--- config.mk ---
export PLATFORM = sky130hd
export DESIGN_NAME = desApbTop
export DESIGN_NICKNAME = d
export VERILOG_FILES = /design/src/verilog/desPkg.sv /design/src/verilog/desApbTop.sv /design/src/verilog/desApbRegs.sv /design/src/verilog/desCore.sv /design/src/verilog/desFeistelRound.sv /design/src/verilog/desKeySchedule.sv
export SDC_FILE = /design/constraint.sdc
export NUM_CORES = 1
export LEC_CHECK = 0
export ABC_CLOCK_PERIOD_IN_PS = 3900
export BUFFER_PORTS_ARGS = -buffer_cell sky130_fd_sc_hd__clkbuf_2
export CORE_ASPECT_RATIO = 0.8
export CORE_UTILIZATION = 40
export DETAILED_ROUTE_END_ITERATION = 16
export SYNTH_ARGS = -nofsm -noshare
export SYNTH_HDL_FRONTEND = slang
export SYNTH_HIERARCHICAL = 1
export SYNTH_SLANG_ARGS = --single-unit
export TNS_END_PERCENT = 30
--- constraint.sdc ---
create_clock -name clk -period 3.9 [get_ports clk]
set_input_delay 0.195 -clock clk [delete_from_list [all_inputs] [get_ports clk]]
set_output_delay 0.195 -clock clk [all_outputs]
set_load 0.02 [all_outputs]
--- src/verilog/desPkg.sv ---
`default_nettype none

package desPkg;

  typedef logic [63:0] blockT;
  typedef logic [31:0] halfT;
  typedef logic [27:0] cdT;
  typedef logic [47:0] subkeyT;
  typedef logic [5:0]  sboxInT;
  typedef logic [3:0]  sboxOutT;
  typedef logic [3:0]  roundT;
  typedef logic [31:0] apbDataT;

  typedef enum logic {
    idle,
    run
  } coreStateT;

  localparam int numRounds = 16;

  // bit indices count from 1 at the msb, as in FIPS 46.
  localparam int ipTable [64] = '{
    58, 50, 42, 34, 26, 18, 10, 2, 60, 52, 44, 36, 28, 20, 12, 4,
    62, 54, 46, 38, 30, 22, 14, 6, 64, 56, 48, 40, 32, 24, 16, 8,
    57, 49, 41, 33, 25, 17,  9, 1, 59, 51, 43, 35, 27, 19, 11, 3,
    61, 53, 45, 37, 29, 21, 13, 5, 63, 55, 47, 39, 31, 23, 15, 7
  };

  localparam int fpTable [64] = '{
    40, 8, 48, 16, 56, 24, 64, 32, 39, 7, 47, 15, 55, 23, 63, 31,
    38, 6, 46, 14, 54, 22, 62, 30, 37, 5, 45, 13, 53, 21, 61, 29,
    36, 4, 44, 12, 52, 20, 60, 28, 35, 3, 43, 11, 51, 19, 59, 27,
    34, 2, 42, 10, 50, 18, 58, 26, 33, 1, 41,  9, 49, 17, 57, 25
  };

  localparam int eTable [48] = '{
    32,  1,  2,  3,  4,  5,  4,  5,  6,  7,  8,  9,
     8,  9, 10, 11, 12, 13, 12, 13, 14, 15, 16, 17,
    16, 17, 18, 19, 20, 21, 20, 21, 22, 23, 24, 25,
    24, 25, 26, 27, 28, 29, 28, 29, 30, 31, 32,  1
  };

  localparam int pTable [32] = '{
    16,  7, 20, 21, 29, 12, 28, 17,  1, 15, 23, 26,  5, 18, 31, 10,
     2,  8, 24, 14, 32, 27,  3,  9, 19, 13, 30,  6, 22, 11,  4, 25
  };

  localparam int pc1Table [56] = '{
    57, 49, 41, 33, 25, 17,  9,  1, 58, 50, 42, 34, 26, 18,
    10,  2, 59, 51, 43, 35, 27, 19, 11,  3, 60, 52, 44, 36,
    63, 55, 47, 39, 31, 23, 15,  7, 62, 54, 46, 38, 30, 22,
    14,  6, 61, 53, 45, 37, 29, 21, 13,  5, 28, 20, 12,  4
  };

  localparam int pc2Table [48] = '{
    14, 17, 11, 24,  1,  5,  3, 28, 15,  6, 21, 10,
    23, 19, 12,  4, 26,  8, 16,  7, 27, 20, 13,  2,
    41, 52, 31, 37, 47, 55, 30, 40, 51, 45, 33, 48,
    44, 49, 39, 56, 34, 53, 46, 42, 50, 36, 29, 32
  };

  // entry 0 in the top nibble, index is row * 16 + column.
  localparam logic [255:0] sboxTable [8] = '{
    256'hE4D12FB83A6C5907_0F74E2D1A6CB9538_41E8D62BFC973A50_FC8249175B3EA06D,
    256'hF18E6B34972DC05A_3D47F28EC01A69B5_0E7BA4D158C6932F_D8A13F42B67C05E9,
    256'hA09E63F51DC7B428_D70934A6285ECBF1_D6498F30B12C5AE7_1AD069874FE3B52C,
    256'h7DE3069A1285BC4F_D8B56F03472C1AE9_A690CB7DF13E5284_3F06A1D8945BC72E,
    256'h2C417AB6853FD0E9_EB2C47D150FA3986_421BAD78F9C5630E_B8C71E2D6F09A453,
    256'hC1AF92680D34E75B_AF427C9561DE0B38_9EF528C3704A1DB6_432C95FABE17608D,
    256'h4B2EF08D3C975A61_D0B7491AE35C2F86_14BDC37EAF680592_6BD814A7950FE23C,
    256'hD2846FB1A93E50C7_1FD8A374C56B0E92_7B419CE206ADF358_21E74A8DFC90356B
  };

  // bit n set means round n + 1 rotates by one place.
  localparam logic [15:0] shiftOneMask = 16'h8103;

  localparam logic [4:0] regKeyHi    = 5'h00;
  localparam logic [4:0] regKeyLo    = 5'h04;
  localparam logic [4:0] regDataHi   = 5'h08;
  localparam logic [4:0] regDataLo   = 5'h0C;
  localparam logic [4:0] regCtrl     = 5'h10;
  localparam logic [4:0] regStatus   = 5'h14;
  localparam logic [4:0] regResultHi = 5'h18;
  localparam logic [4:0] regResultLo = 5'h1C;

endpackage

`default_nettype wire
--- src/verilog/desApbTop.sv ---
`timescale 1ns/1ps
`default_nettype none

module desApbTop #(
  parameter int addrWidth = 8
) (
  input  logic                 clk,
  input  logic                 rst,
  input  logic                 pSel,
  input  logic                 pEnable,
  input  logic                 pWrite,
  input  logic [addrWidth-1:0] pAddr,
  input  desPkg::apbDataT      pWdata,
  output desPkg::apbDataT      pRdata,
  output logic                 pReady,
  output logic                 pSlverr
);

  logic          start;
  logic          decrypt;
  logic          busy;
  logic          done;
  desPkg::blockT key;
  desPkg::blockT dataIn;
  desPkg::blockT dataOut;

  desApbRegs #(
    .addrWidth (addrWidth)
  ) i_desApbRegs (
    .clk     (clk),
    .rst     (rst),
    .pSel    (pSel),
    .pEnable (pEnable),
    .pWrite  (pWrite),
    .pAddr   (pAddr),
    .pWdata  (pWdata),
    .pRdata  (pRdata),
    .pReady  (pReady),
    .pSlverr (pSlverr),
    .start   (start),
    .decrypt (decrypt),
    .key     (key),
    .dataIn  (dataIn),
    .busy    (busy),
    .done    (done),
    .dataOut (dataOut)
  );

  desCore i_desCore (
    .clk     (clk),
    .rst     (rst),
    .start   (start),
    .decrypt (decrypt),
    .key     (key),
    .dataIn  (dataIn),
    .busy    (busy),
    .done    (done),
    .dataOut (dataOut)
  );

endmodule

`default_nettype wire

--- src/verilog/desApbRegs.sv ---
`timescale 1ns/1ps
`default_nettype none

module desApbRegs #(
  parameter int addrWidth = 8
) (
  input  logic                 clk,
  input  logic                 rst,
  input  logic                 pSel,
  input  logic                 pEnable,
  input  logic                 pWrite,
  input  logic [addrWidth-1:0] pAddr,
  input  desPkg::apbDataT      pWdata,
  output desPkg::apbDataT      pRdata,
  output logic                 pReady,
  output logic                 pSlverr,
  output logic                 start,
  output logic                 decrypt,
  output desPkg::blockT        key,
  output desPkg::blockT        dataIn,
  input  logic                 busy,
  input  logic                 done,
  input  desPkg::blockT        dataOut
);

  logic            access;
  logic            mapped;
  logic            badAccess;
  logic            wrEn;
  logic [4:0]      offset;
  logic            decryptReg;
  logic            doneFlag;
  desPkg::blockT   keyReg;
  desPkg::blockT   dataReg;
  desPkg::blockT   resultReg;
  desPkg::apbDataT readData;

  assign access = pSel & pEnable;
  assign offset = pAddr[4:0];
  assign mapped = (pAddr >> 5) == '0;

  always_comb begin
    readData  = '0;
    badAccess = 1'b0;
    if (!mapped) begin
      badAccess = 1'b1;
    end else begin
      case (offset)
        desPkg::regKeyHi:  readData = keyReg[63:32];
        desPkg::regKeyLo:  readData = keyReg[31:0];
        desPkg::regDataHi: readData = dataReg[63:32];
        desPkg::regDataLo: readData = dataReg[31:0];
        desPkg::regCtrl: begin
          readData  = {30'd0, decryptReg, 1'b0};
          badAccess = pWrite & pWdata[0] & busy;
        end
        desPkg::regStatus: begin
          readData  = {30'd0, doneFlag, busy};
          badAccess = pWrite;
        end
        desPkg::regResultHi: begin
          readData  = resultReg[63:32];
          badAccess = pWrite;
        end
        desPkg::regResultLo: begin
          readData  = resultReg[31:0];
          badAccess = pWrite;
        end
        default: badAccess = 1'b1;
      endcase
    end
  end

  assign pRdata  = readData;
  assign pReady  = 1'b1;
  assign pSlverr = access & badAccess;
  assign wrEn    = access & pWrite & ~badAccess;

  // start only reaches here while the core is idle.
  assign start   = wrEn & (offset == desPkg::regCtrl) & pWdata[0];
  assign decrypt = start ? pWdata[1] : decryptReg;
  assign key     = keyReg;
  assign dataIn  = dataReg;

  always_ff @(posedge clk) begin
    if (rst) begin
      keyReg     <= '0;
      dataReg    <= '0;
      resultReg  <= '0;
      decryptReg <= 1'b0;
      doneFlag   <= 1'b0;
    end else begin
      if (wrEn) begin
        case (offset)
          desPkg::regKeyHi:  keyReg[63:32]  <= pWdata;
          desPkg::regKeyLo:  keyReg[31:0]   <= pWdata;
          desPkg::regDataHi: dataReg[63:32] <= pWdata;
          desPkg::regDataLo: dataReg[31:0]  <= pWdata;
          desPkg::regCtrl:   decryptReg     <= pWdata[1];
          default: ;
        endcase
      end
      // sticky until the next accepted start.
      if (done) begin
        resultReg <= dataOut;
        doneFlag  <= 1'b1;
      end else if (start) begin
        doneFlag  <= 1'b0;
      end
    end
  end

endmodule

`default_nettype wire

--- src/verilog/desCore.sv ---
`timescale 1ns/1ps
`default_nettype none

module desCore (
  input  logic          clk,
  input  logic          rst,
  input  logic          start,
  input  logic          decrypt,
  input  desPkg::blockT key,
  input  desPkg::blockT dataIn,
  output logic          busy,
  output logic          done,
  output desPkg::blockT dataOut
);

  desPkg::coreStateT state;
  desPkg::roundT     roundCnt;
  logic              lastStep;
  logic              dirReg;
  logic              keyDecrypt;
  logic              advance;
  desPkg::blockT     permIn;
  desPkg::blockT     preOut;
  desPkg::halfT      left;
  desPkg::halfT      right;
  desPkg::halfT      newLeft;
  desPkg::halfT      newRight;
  desPkg::subkeyT    subkey;

  always_comb begin
    for (int i = 0; i < 64; i++) begin
      permIn[63 - i] = dataIn[64 - desPkg::ipTable[i]];
    end
  end

  // halves swapped back after round 16.
  assign preOut = {right, left};

  always_comb begin
    for (int i = 0; i < 64; i++) begin
      dataOut[63 - i] = preOut[64 - desPkg::fpTable[i]];
    end
  end

  assign busy       = state == desPkg::run;
  assign done       = busy & lastStep;
  assign advance    = busy & ~lastStep;
  assign keyDecrypt = start ? decrypt : dirReg;

  desKeySchedule i_desKeySchedule (
    .clk     (clk),
    .rst     (rst),
    .load    (start),
    .advance (advance),
    .decrypt (keyDecrypt),
    .key     (key),
    .subkey  (subkey)
  );

  desFeistelRound i_desFeistelRound (
    .left     (left),
    .right    (right),
    .subkey   (subkey),
    .newLeft  (newLeft),
    .newRight (newRight)
  );

  always_ff @(posedge clk) begin
    if (rst) begin
      state    <= desPkg::idle;
      roundCnt <= '0;
      lastStep <= 1'b0;
      dirReg   <= 1'b0;
    end else begin
      case (state)
        desPkg::idle: begin
          if (start) begin
            state    <= desPkg::run;
            roundCnt <= '0;
            lastStep <= 1'b0;
            dirReg   <= decrypt;
          end
        end
        default: begin
          if (lastStep) begin
            state    <= desPkg::idle;
            lastStep <= 1'b0;
          end else begin
            roundCnt <= roundCnt + 1'b1;
            lastStep <= roundCnt == desPkg::roundT'(desPkg::numRounds - 1);
          end
        end
      endcase
    end
  end

  always_ff @(posedge clk) begin
    if (start) begin
      {left, right} <= permIn;
    end else if (advance) begin
      left  <= newLeft;
      right <= newRight;
    end
  end

endmodule

`default_nettype wire

--- src/verilog/desFeistelRound.sv ---
`timescale 1ns/1ps
`default_nettype none

module desFeistelRound (
  input  desPkg::halfT   left,
  input  desPkg::halfT   right,
  input  desPkg::subkeyT subkey,
  output desPkg::halfT   newLeft,
  output desPkg::halfT   newRight
);

  desPkg::subkeyT  expanded;
  desPkg::subkeyT  mixed;
  desPkg::halfT    sboxOut;
  desPkg::halfT    permuted;
  desPkg::sboxInT  sIn;
  desPkg::sboxOutT sOut;

  always_comb begin
    for (int i = 0; i < 48; i++) begin
      expanded[47 - i] = right[32 - desPkg::eTable[i]];
    end
  end

  assign mixed = expanded ^ subkey;

  // outer bits pick the row, inner four the column.
  always_comb begin
    int entry;
    sIn = '0;
    sOut = '0;
    for (int b = 0; b < 8; b++) begin
      sIn = mixed[47 - 6 * b -: 6];
      entry = {sIn[5], sIn[0], sIn[4:1]};
      sOut = desPkg::sboxTable[b][255 - 4 * entry -: 4];
      sboxOut[31 - 4 * b -: 4] = sOut;
    end
  end

  always_comb begin
    for (int i = 0; i < 32; i++) begin
      permuted[31 - i] = sboxOut[32 - desPkg::pTable[i]];
    end
  end

  assign newLeft  = right;
  assign newRight = left ^ permuted;

endmodule

`default_nettype wire

--- src/verilog/desKeySchedule.sv ---
`timescale 1ns/1ps
`default_nettype none

module desKeySchedule (
  input  logic           clk,
  input  logic           rst,
  input  logic           load,
  input  logic           advance,
  input  logic           decrypt,
  input  desPkg::blockT  key,
  output desPkg::subkeyT subkey
);

  desPkg::cdT    c;
  desPkg::cdT    d;
  desPkg::cdT    cPc1;
  desPkg::cdT    dPc1;
  desPkg::roundT round;
  logic [55:0]   pc1Out;
  logic [55:0]   cd;
  logic          shiftOne;

  function automatic desPkg::cdT rotl(desPkg::cdT x, logic one);
    return one ? {x[26:0], x[27]} : {x[25:0], x[27:26]};
  endfunction

  function automatic desPkg::cdT rotr(desPkg::cdT x, logic one);
    return one ? {x[0], x[27:1]} : {x[1:0], x[27:2]};
  endfunction

  always_comb begin
    for (int i = 0; i < 56; i++) begin
      pc1Out[55 - i] = key[64 - desPkg::pc1Table[i]];
    end
  end

  assign cPc1 = pc1Out[55:28];
  assign dPc1 = pc1Out[27:0];
  assign cd   = {c, d};

  always_comb begin
    for (int i = 0; i < 48; i++) begin
      subkey[47 - i] = cd[56 - desPkg::pc2Table[i]];
    end
  end

  // decrypt walks back, undoing the rotation of the round just used.
  assign shiftOne = decrypt ? desPkg::shiftOneMask[~round]
                            : desPkg::shiftOneMask[round + 1'b1];

  always_ff @(posedge clk) begin
    if (rst) begin
      round <= '0;
    end else if (load) begin
      round <= '0;
    end else if (advance) begin
      round <= round + 1'b1;
    end
  end

  always_ff @(posedge clk) begin
    if (load) begin
      if (decrypt) begin
        c <= cPc1;
        d <= dPc1;
      end else begin
        c <= rotl(cPc1, desPkg::shiftOneMask[0]);
        d <= rotl(dPc1, desPkg::shiftOneMask[0]);
      end
    end else if (advance) begin
      if (decrypt) begin
        c <= rotr(c, shiftOne);
        d <= rotr(d, shiftOne);
      end else begin
        c <= rotl(c, shiftOne);
        d <= rotl(d, shiftOne);
      end
    end
  end

endmodule

`default_nettype wire

# Yosys cells after proc, flatten, opt, wreduce, memory -nomap -nowiden

Memories as Yosys holds them, arrays and structs flattened.
Index checks and enable logic that the tools add are counted.

Memory bits (writable): 0
Bits in latches: 0
Flip-flop bits (word level): 325
Memory bits (read-only): 32
Memories kept: 2

Memory list:

| name             | depth | width | rd ports | clocked after Yosys merged registers in | write ports | line                 | source |
|---|---|---|---|---|---|---|---|
| (name not given) | 16    | 1     | 1        | 0                                       | 0           | desKeySchedule.sv:49 | `: desPkg::shiftOneMask[round + 1'b1];` |
| (name not given) | 16    | 1     | 1        | 0                                       | 0           | desKeySchedule.sv:48 | `assign shiftOne = decrypt ? desPkg::shiftOneMask[~round]` |

Bitwise gates (word level): 15
Magnitude comparators: 2
Muxes and demuxes: 34
$mul: 0
Add/sub/neg operators: 10
Reductions and logical operators: 14
Shift operators: 8
Div/mod/pow operators: 0
Equal/unequal tests: 9

Operators with widths:

| kind                                                        | number |
|---|---|
| indexed part select 259 x 9 -> 4 bit (first input constant) | 8 |
| two-way mux 28 bit                                          | 12 |
| case mux 32 bit (8 select lines)                            | 1 |
| two-way mux 32 bit                                          | 5 |
| subtractor 8 x 8 -> 9 bit (first input constant)            | 8 |
| XOR 48 bit                                                  | 1 |
| XOR 32 bit                                                  | 1 |
| equality test 5 bit (second input constant)                 | 4 |
| two-way mux 1 bit                                           | 12 |
| two-way mux 4 bit                                           | 3 |
| AND reduction 2 bit                                         | 6 |
| AND 1 bit                                                   | 10 |
| equality test 5 x 4 -> 1 bit (second input constant)        | 2 |
| < comparator 4 x 5 -> 1 bit (second input constant)         | 2 |
| adder 4 x 1 -> 4 bit (second input constant)                | 2 |
| zero test 8 bit                                             | 1 |
| nonzero test 2 bit                                          | 3 |
| equality test 5 x 3 -> 1 bit (second input constant)        | 1 |
| zero test 5 bit                                             | 1 |
| equality test 4 bit (second input constant)                 | 1 |
| NOT 4 bit                                                   | 1 |
| OR reduction 4 bit                                          | 1 |
| case mux 1 bit (3 select lines)                             | 1 |
| OR reduction 3 bit                                          | 1 |
| other kinds (3)                                             | 4 |

# Depth between registers and ports, before layout

Gate-level depths: netlist of the first run.

Depth in word-level cells: 14
Depth in mapped cells: 14
Depth with buffers taken out: 10

# Modules after synthesis

The synthesis of the first run kept the hierarchy.

Modules (own cells, without submodules):

| module          | times used | cells an instance | area each (um^2) |
|---|---|---|---|
| desApbRegs      | 1          | 1,019             | 8,668.3 |
| desFeistelRound | 1          | 749               | 5,641.7 |
| desKeySchedule  | 1          | 573               | 5,074.9 |
| desCore         | 1          | 175               | 3,052.9 |

# Worst setup path before layout of the first run

Ideal clock, no wire load.

Kind: input port to flip-flop
Start: in pAddr[4]
End: reg i_desCore.left[0] (enable)
Path slack: 0.364 ns
Stages: 6
Arrival time: 3.103 ns
Required time: 3.467 ns
Library setup time: 0.433 ns
Path through: buf_1 > nor4b_1 > and4_1 > buf_6 > buf_2 > nand2b_1

Cells in the longest elaborated chain, start to end: 9
Elaborated cells between the ends (all ways): 17

RTL lines:

| element                                                                   | line             | source |
|---|---|---|
| start, declared                                                           | desApbTop.sv:12  | `input logic [addrWidth-1:0] pAddr,` |
| equality test 5 x 3 -> 1 bit, or another cell as far along                | desApbRegs.sv:48 | `case (offset)` |
| OR reduction 4 bit (no line) / OR reduction 3 bit (equally long branches) | --               |  |
| case mux 1 bit (3 select lines)                                           | desApbRegs.sv:48 |  |
| two-way mux 1 bit                                                         | desApbRegs.sv:45 | `if (!mapped) begin` |
| NOT 1 bit                                                                 | desApbRegs.sv:77 | `assign wrEn = access & pWrite & ~badAccess;` |
| AND 1 bit                                                                 | desApbRegs.sv:77 |  |
| AND 1 bit * (2 in a row)                                                  | desApbRegs.sv:80 | `assign start = wrEn & (offset == desPkg::regCtrl) & pWdata[0];` |
| named net start                                                           | desApbTop.sv:19  | `logic start;` |
| nonzero test 2 bit (no line) *                                            | --               |  |
| end signal, assigned                                                      | desCore.sv:99    | `{left, right} <= permIn;` |
| end signal, assigned                                                      | desCore.sv:101   | `left <= newLeft;` |
| end, declared                                                             | desCore.sv:24    | `desPkg::halfT left;` |

Mark *: on every way through the listed nets, which the timed path passes. The rest lies on a longest branch.
A chain may end at the register's enable or synchronous reset.

# Worst setup path after layout of the first run

Start: in pWdata[0]
End: reg i_desCore.i_desKeySchedule.c[18], data pin

Cells in the longest elaborated chain, start to end: 14
Elaborated cells between the ends (all ways): 16

RTL lines:

| element                                      | line                                       | source |
|---|---|---|
| start, declared                              | desApbTop.sv:13                            | `input desPkg::apbDataT pWdata,` |
| AND 1 bit (2 in a row)                       | desApbRegs.sv:55                           | `badAccess = pWrite & pWdata[0] & busy;` |
| case mux 1 bit (3 select lines)              | desApbRegs.sv:48                           |  |
| two-way mux 1 bit                            | desApbRegs.sv:45                           |  |
| NOT 1 bit                                    | desApbRegs.sv:77                           |  |
| AND 1 bit                                    | desApbRegs.sv:77                           |  |
| AND 1 bit                                    | desApbRegs.sv:80                           |  |
| AND 1 bit *                                  | desApbRegs.sv:80                           |  |
| two-way mux 1 bit *                          | desCore.sv:48                              | `assign keyDecrypt = start ? decrypt : dirReg;` |
| named net i_desCore.keyDecrypt               | desCore.sv:20                              | `logic keyDecrypt;` |
| two-way mux 1 bit                            | desKeySchedule.sv:48                       |  |
| two-way mux 28 bit, on equally long branches | desKeySchedule.sv:24, desKeySchedule.sv:28 |  |
| two-way mux 28 bit                           | desKeySchedule.sv:71                       | `if (decrypt) begin` |
| two-way mux 28 bit                           | desKeySchedule.sv:70                       | `end else if (advance) begin` |
| two-way mux 28 bit *                         | desKeySchedule.sv:62                       | `if (load) begin` |
| end signal, assigned                         | desKeySchedule.sv:64                       | `c <= cPc1;` |
| end signal, assigned                         | desKeySchedule.sv:72                       | `c <= rotr(c, shiftOne);` |
| end signal, assigned                         | desKeySchedule.sv:75                       | `c <= rotl(c, shiftOne);` |
| end, declared                                | desKeySchedule.sv:14                       | `desPkg::cdT c;` |

Mark *: on every way through the listed nets, which the timed path passes. The rest lies on a longest branch. The select of a mux whose other input is x is not followed.

==> results of run 1 <==
-- state kept, by name, summed over array words and instances, names as in the netlist --
signal                            flops
i_desApbRegs/key                     64
i_desCore/busy                        1
i_desApbRegs/resultReg               64
i_desCore/i_desKeySchedule/round      4
i_desCore/roundCnt                    4
i_desCore/dirReg                      1
i_desCore/right                      32
i_desApbRegs/dataIn                  64
i_desCore/lastStep                    1
i_desApbRegs/doneFlag                 1
i_desCore/i_desKeySchedule/c         28
i_desCore/left                       32
i_desCore/i_desKeySchedule/d         28
i_desApbRegs/decryptReg               1
-- metrics by stage --
| stage | cell area (um^2) | setup slack [ns] | total power (W) |
|---|---|---|---|
| CTS | 24600 | 0.171 | 0.00711 |
| detailed placement | 23100 | 0.202 | 0.00377 |
| finish | 24600 | 0.245 | 0.00709 |
| floorplan | 22400 | 0.364 | 0.00367 |
| global route | 24600 | 0.148 | 0.00727 |
| global placement | 23100 | 0.232 | 0.00377 |
-- what timing repair did --
item | CTS | global route
endpoints found under the setup margin | 0 | 1
hold buffers | 31 | 0
resized for setup | 0 | 1
hold endpoints to repair | 121 | 0
-- metal layers --
layer | track usage [%] | vias up | routed length (um) | part of all wire [%]
met2 | 39.4 | 1070 | 33200 | 42
li1 | - | 8923 | - | -
met3 | 6.14 | 105 | 8830 | 11
met4 | 7.43 | 0 | 1890 | 2.4
met1 | 40.2 | 9823 | 35100 | 44
met5 | 0 | - | 0 | 0
-- layout by cell type (no fill, tap or decap), types with 8 or more instances in the layout --
| cell | instances |
|---|---|
| a211oi_1 | 25 |
| a21oi_1 | 159 |
| a21oi_2 | 20 |
| a221oi_1 | 8 |
| a222oi_1 | 17 |
| a31oi_1 | 58 |
| a32o_1 | 46 |
| buf_12 | 12 |
| buf_4 | 76 |
| clkbuf_16 | 37 |
| clkbuf_2 | 76 |
| dfxtp_1 | 205 |
| dlygate4sd3_1 | 31 |
| edfxtp_1 | 120 |
| ha_1 | 65 |
| inv_1 | 29 |
| inv_2 | 9 |
| mux2_2 | 96 |
| mux2i_1 | 187 |
| mux4_2 | 26 |
| nand2_1 | 506 |
| nand2_2 | 20 |
| nand3_1 | 28 |
| nand4_1 | 8 |
| nor2_1 | 177 |
| nor3_1 | 32 |
| nor3b_1 | 9 |
| o2111ai_1 | 10 |
| o211ai_1 | 38 |
| o21ai_0 | 42 |
| o22ai_1 | 12 |
| o2bb2ai_1 | 19 |
| o311ai_0 | 8 |
| xnor2_1 | 63 |
| xor2_1 | 57 |
| xor2_2 | 9 |
-- report_power, final --
group	total, W	switching, W	leakage, nW	internal (W)
sequential	0.00349	0.00000108	2.73	0.00349
clock	0.00336	0.00147	0.565	0.00189
combinational	0.000239	0.000166	5.14	0.0000731
total	0.00709	0.00164	8.44	0.00545
-- worst reg2reg max path, cell delays in order (launching register included) --
cell      delay [ns]
edfxtp_1        0.58
xor2_4          0.51
inv_1           0.28
ha_1            0.33
mux4_2          0.47
nor2_1          0.10
a31oi_1         0.05
a21oi_1         0.63
xor2_1          0.13
mux2_2          0.31
-- layout make-up --
cell class,count,area [um^2],share of cell area (%)
well taps,750,938,3.82
inverters,38,143,0.580
flip-flops and latches,325,7710,31.3
multi-input cells,1887,13200,53.5
clock inverters,10,76.3,0.310
clock buffers,52,1060,4.29
repair buffers,196,1510,6.15
-- cell families (layout without fill, tap and decap cells) --
kind of cell	Yosys count	in the layout
buffers and inverters	304	296
AO/OA/AOI/OAI	537	537
XOR/XNOR	132	132
AND/OR/NAND/NOR	834	834
adder cells (fa/ha/maj)	65	65
flip-flops	325	325
other	1	1
multiplexers	318	318
-- worst paths after layout --
check                                         start                                    endpoint  slack [ns]
setup reg to reg      i_desCore/right[28]$_DFFE_PP_                i_desCore/right[9]$_DFFE_PP_        0.26
hold / removal                           pWdata[20]        i_desApbRegs/dataIn[20]$_SDFFE_PP0P_        0.04
setup / recovery                          pWdata[0]  i_desCore/i_desKeySchedule/c[18]$_DFFE_PP_        0.25
hold reg to reg   i_desApbRegs/key[16]$_SDFFE_PP0P_           i_desApbRegs/key[16]$_SDFFE_PP0P_        0.45
==> summary.txt, run 1 <==
Synth
  • Synth top area cells: dfxtp_1 (18%), edfxtp_1 (16%), nand2_1 (8.5%)
  • Post-synth EDFFs: 120
  • Synth Area in Adders: 3.62%
  • Syn Inst Count: 2516
  • Cell variety after synth: 90
  • Post-synth top area cell: dfxtp_1
  • Asr flop ratio synth: 0%
  • Syn_area_per_cell: 8.92 um^2
  • Post-synth top cells: nand2_1 (506), dfxtp_1 (205), mux2i_1 (187)
  • Synth Cell Area: 22400 um^2
  • Top_reg_cell synth: dfxtp_1
  • Post-synthesis mux area share: 16.4%
  • Syn. warnings: 6
  • Seq cells post-synth: 325
  • XOR/XNOR Fraction of Synth Area: 5.52%
  • Syn nets: 2626
  • Synth Area in Simple Gates: 15.8%
  • Largest family of logic cells by synthesized area: compound AO/OA/AOI/OAI gates
  • Top-count cell post-synth: nand2_1
  • Top cell type's share of synthesized area: 18.3%
  • Post-synthesis sequential area ratio: 34.4%
  • Compound-Gate Fraction of Synth Area: 16.9%

Floorplanning
  • Die Ht: 214 um
  • Initial core utilization: 40.6%
  • Site Rows: 77
  • # IOs: 79
  • DIE WIDTH: 267 um
  • Core area: 55300 um^2
  • Die Area: 57100 um^2

Clock tree
  • Clk buf depth: 3
  • CTS root buffer: clkbuf_16
  • H-tree level count: 2
  • Cts bufs inserted: 34
  • Clk Latency, worst-skew pair: 0.55 ns
  • CTS tree: built
  • Worst-path clk slew: 0.07 ns
  • Clk sinks: 325
  • Setup bufs post-CTS: 0

Global routing
  • GRT overflow: 0
  • Vias in the first global route: 18485
  • Pin count of the biggest net entering global routing: 145
  • Global-route wire length before repair: 118000 um
  • Total GRT Usage: 27.2%
  • Initial antenna violation count: 1

STA
  • Slew HR: 15.9%
  • Setup TNS: 0 ns
  • Max Clock Freq: 274 MHz
  • Unrepaired setup endpoints after global routing: no
  • Final Hold Vio Count: 0
  • Tightest Pin Transition: 1.26 ns
  • Min Hold Slack: 0.0394 ns
  • Endpoints failing setup: 0
  • Slew Viols, Final: 0
  • Clock skew: 0.0264 ns
  • Tmin final: 3.65 ns
  • Fin crit share: 93.7%

Worst setup path
  • Worst Setup Path Type: input pin to register
  • Startpoint types: input pin
  • Worst Reg2Reg Path Length in Cells: 9
  • Crit-path cells: dlygate4sd3_1 > clkbuf_2 > nor3b_1 > nand4_1 > mux2_2 > mux2_4 > buf_4 > nor2b_4 > buf_4 > a32o_1 > a31oi_1
  • Crit Path Max Fanout: 52
  • Req. time, crit path: 4.11 ns
  • Largest delay share family, worst path: buffers and inverters
  • Arrival @ worst endpoint: 3.86 ns
  • Top cell by count, worst path: buf_4
  • WP depth: 11
  • Setup crit end kind: register
  • WP buf/inv: 4
  • Slowest CP cell: buf_4
  • Critical path's largest stage delay: 0.66 ns

Layout
  • # fillers: 5384
  • Layout cells sized above 1: 17.2%
  • Nets: 2592
  • Synthesis-to-layout area growth: 9.62%
  • Final Core Density: 44.5%
  • Count of non-filler cells in the finished layout: 3258
  • # diodes: 0

Detailed routing
  • Drc violations: 0
  • Post-route antenna net violation count: 0
  • DR vias: 19921
  • Routed wire length: 79000 um
  • Vias/cell: 6.11
  • Initial DRC Count: 2783
  • WL/cell: 24.2 um
  • DRT Pass-1 Iters: 8

Run
  • Number of max-cap violations: 0

Place
  • Dpl cells: 3165
  • GP Congestion: 0.929
  • Final HPWL DP: 53600 um
  • IO Port Bufs: 77

Status
  • Outcome: finished, final reports clean

Min path
  • Hold path depth: 3
  • Worst min path class: input pin to register

Power and ir drop
  • Peak supply drop: 272 uV
  • Pwr/cell area: 288 nW/um^2
  • Lkg Pwr: 8.44 nW
(Power assumes the default switching activity.)
==> inputs of run 2 (changes only) <==
--- a/config.mk
+++ b/config.mk
@@ -10,6 +10,7 @@
 export CORE_ASPECT_RATIO = 0.8
 export CORE_UTILIZATION = 40
 export DETAILED_ROUTE_END_ITERATION = 16
+export REMOVE_ABC_BUFFERS = 1
 export SYNTH_ARGS = -nofsm -noshare
 export SYNTH_HDL_FRONTEND = slang
 export SYNTH_HIERARCHICAL = 1
==> run 2 against run 1 <==
Register-to-register slack better by 0.13 ns. Clock-buffer cell count up 2. Via count down 1.5%. Routed wire length down 5.1%. Fmax up 4.0%. Total power up 0.91%. Highest routed layer unchanged.
==> summary.txt, run 2 (synthesis results as in run 1) <==
Layout
  • # fillers: 5364
  • # diodes: 0
  • Layout cells sized above 1: 17.5%
  • Nets: 2605
  • Multi-input gate area: 13200 um^2
  • Commonest non-fill, non-tap cell in the layout: nand2_1
  • Register area: 7710 um^2
  • Synthesis-to-layout area growth: 9.83%
  • Most frequent cells in the layout: nand2_1 (506), dfxtp_1 (205), mux2i_1 (187), nor2_1 (177), a21oi_1 (159)
  • Final instance area: 24600 um^2
  • Final Core Density: 44.6%

Floorplanning
  • Die Ht: 214 um
  • Core area: 55300 um^2
  • DIE WIDTH: 267 um
  • Die Area: 57100 um^2
  • Site Rows: 77
  • # IOs: 79
  • Initial core utilization: 40.6%

Place
  • IO Port Bufs: 77
  • GP Congestion: 0.923
  • Area after DPL: 23100 um^2
  • Final HPWL DP: 50500 um

Power and ir drop
  • Switching share of power: 22.6%
  • Tot Pwr: 0.00716 W
  • Peak supply drop: 250 uV
  • Reg power frac: 48.8%
  • Net Sw Power: 0.00162 W
  • Internal power: 0.00554 W
  • Comb pwr share: 3.3%
  • Pwr/cell area: 290 nW/um^2
  • Lkg Pwr: 8.48 nW
  • Clock network power share: 47.9%

Clock tree
  • CTS root buffer: clkbuf_16
  • H-tree level count: 2
  • CTS tree: built
  • Clk sinks: 325
  • Cts bufs inserted: 36
  • Clk buf depth: 3
  • Setup bufs post-CTS: 0
  • Worst-path clk slew: 0.07 ns
  • Clk Latency, worst-skew pair: 0.54 ns

Worst setup path
  • Arrival @ worst endpoint: 3.78 ns
  • Setup crit end kind: register
  • RR Endpoint: i_desCore/right[23]$_DFFE_PP_
  • Startpoint types: register
  • Crit Path Max Fanout: 13
  • Worst Setup Path Type: register to register
  • R2r setup slk: 0.39 ns
  • Reg-to-Reg Start: i_desCore/i_desKeySchedule/c[4]$_DFFE_PP_
  • Worst Reg2Reg Path Length in Cells: 10
  • Req. time, crit path: 4.17 ns

STA
  • Slew Viols, Final: 0
  • Setup TNS: 0 ns
  • Final Hold Vio Count: 0
  • Tightest Pin Transition: 1.21 ns
  • Tmin final: 3.51 ns
  • Fin crit share: 90.1%
  • Slew HR: 19.3%
  • Unrepaired setup endpoints after global routing: no
  • Max Clock Freq: 285 MHz
  • Clock skew: 0.0264 ns
  • Endpoints failing setup: 0

Min path
  • Hold Startpoint: pAddr[5]
  • Hold path depth: 5
  • Worst min path class: input pin to register
  • Hold Path End: i_desApbRegs/doneFlag$_SDFFE_PP0P_

Detailed routing
  • WL/cell: 22.9 um
  • DR vias: 19621
  • Vias/cell: 5.99
  • Drc violations: 0
  • Initial DRC Count: 2241
  • DRT Pass-1 Iters: 8
  • Routed wire length: 75000 um
  • Post-route antenna net violation count: 0

Global routing
  • Global-route wire length before repair: 113000 um
  • Total GRT Usage: 25.8%
  • Initial antenna violation count: 0
  • Pin count of the biggest net entering global routing: 145
  • GRT overflow: 0
  • Vias in the first global route: 18325

Run
  • Number of max-cap violations: 0

Status
  • Outcome: finished, final reports clean
-- run 2: worst max path at each step --
stage,start,end,slack (ns),cells past startpoint
after floorplan,pAddr[3],i_desCore/i_desKeySchedule/d[23]$_DFFE_PP_,-4.91,8
after global placement,pAddr[3],i_desCore/i_desKeySchedule/d[9]$_DFFE_PP_,0.27,9
after detailed placement,pAddr[3],i_desCore/i_desKeySchedule/d[3]$_DFFE_PP_,0.14,9
after CTS,i_desCore/i_desKeySchedule/c[27]$_DFFE_PP_,i_desCore/right[1]$_DFFE_PP_,0.24,9
after global routing,pWdata[0],i_desCore/i_desKeySchedule/c[17]$_DFFE_PP_,0.20,10
final,i_desCore/i_desKeySchedule/c[4]$_DFFE_PP_,i_desCore/right[23]$_DFFE_PP_,0.39,10
-- run 2: layout make-up --
class                   count  area share [%]
multi-input cells        1887            53.4
flip-flops and latches    325            31.3
repair buffers            207            6.23
clock buffers              54            4.35
well taps                 750            3.81
inverters                  38           0.579
clock inverters            12           0.396
-- run 2: power groups by stage --
stage,registers (W),logic (W),clock network [W]
after floorplan,0.00357,0.0000451,0
after global placement,0.00357,0.000205,0
after detailed placement,0.00357,0.000206,0
after CTS,0.00349,0.000232,0.00346
after global routing,0.00349,0.000247,0.00360
final,0.00349,0.000238,0.00343
-- run 2: routing by layer --
| layer | vias up | part of all wire (%) | routed length (um) | global-route usage (%) |
|---|---|---|---|---|
| li1 | 8956 | - | - | - |
| met3 | 110 | 11 | 8380 | 7.37 |
| met4 | 0 | 2.3 | 1730 | 6.58 |
| met2 | 992 | 41 | 31100 | 36.9 |
| met5 | - | 0 | 0 | 0 |
| met1 | 9563 | 45 | 33800 | 37.6 |
-- run 2: timing repair --
action | CTS | global route
gates resized for setup | 0 | 1
endpoints found under the setup margin | 0 | 1
endpoints found under the hold margin | 123 | 0
hold buffers | 32 | 0
-- run 2: stage by stage --
stage | hold slack (ns) | instances | setup slack (ns)
final | 0.137 | 3273 | 0.386
after global routing | 0.164 | 3273 | 0.201
after CTS | 0.112 | 3273 | 0.245
after detailed placement | 0.444 | 3175 | 0.145
after global placement | 0.439 | 3175 | 0.267
after floorplan | 0.257 | 2250 | -4.91
-- run 2: critical path: stages (launching register included) --
cell and delay, ns:
edfxtp_1 0.55, xor2_2 0.60, inv_2 0.25, ha_1 0.28, inv_1 0.11, mux4_2 0.24
nor2_1 0.04, a31o_2 0.21, a22oi_1 0.55, xnor2_1 0.13, mux2_2 0.28
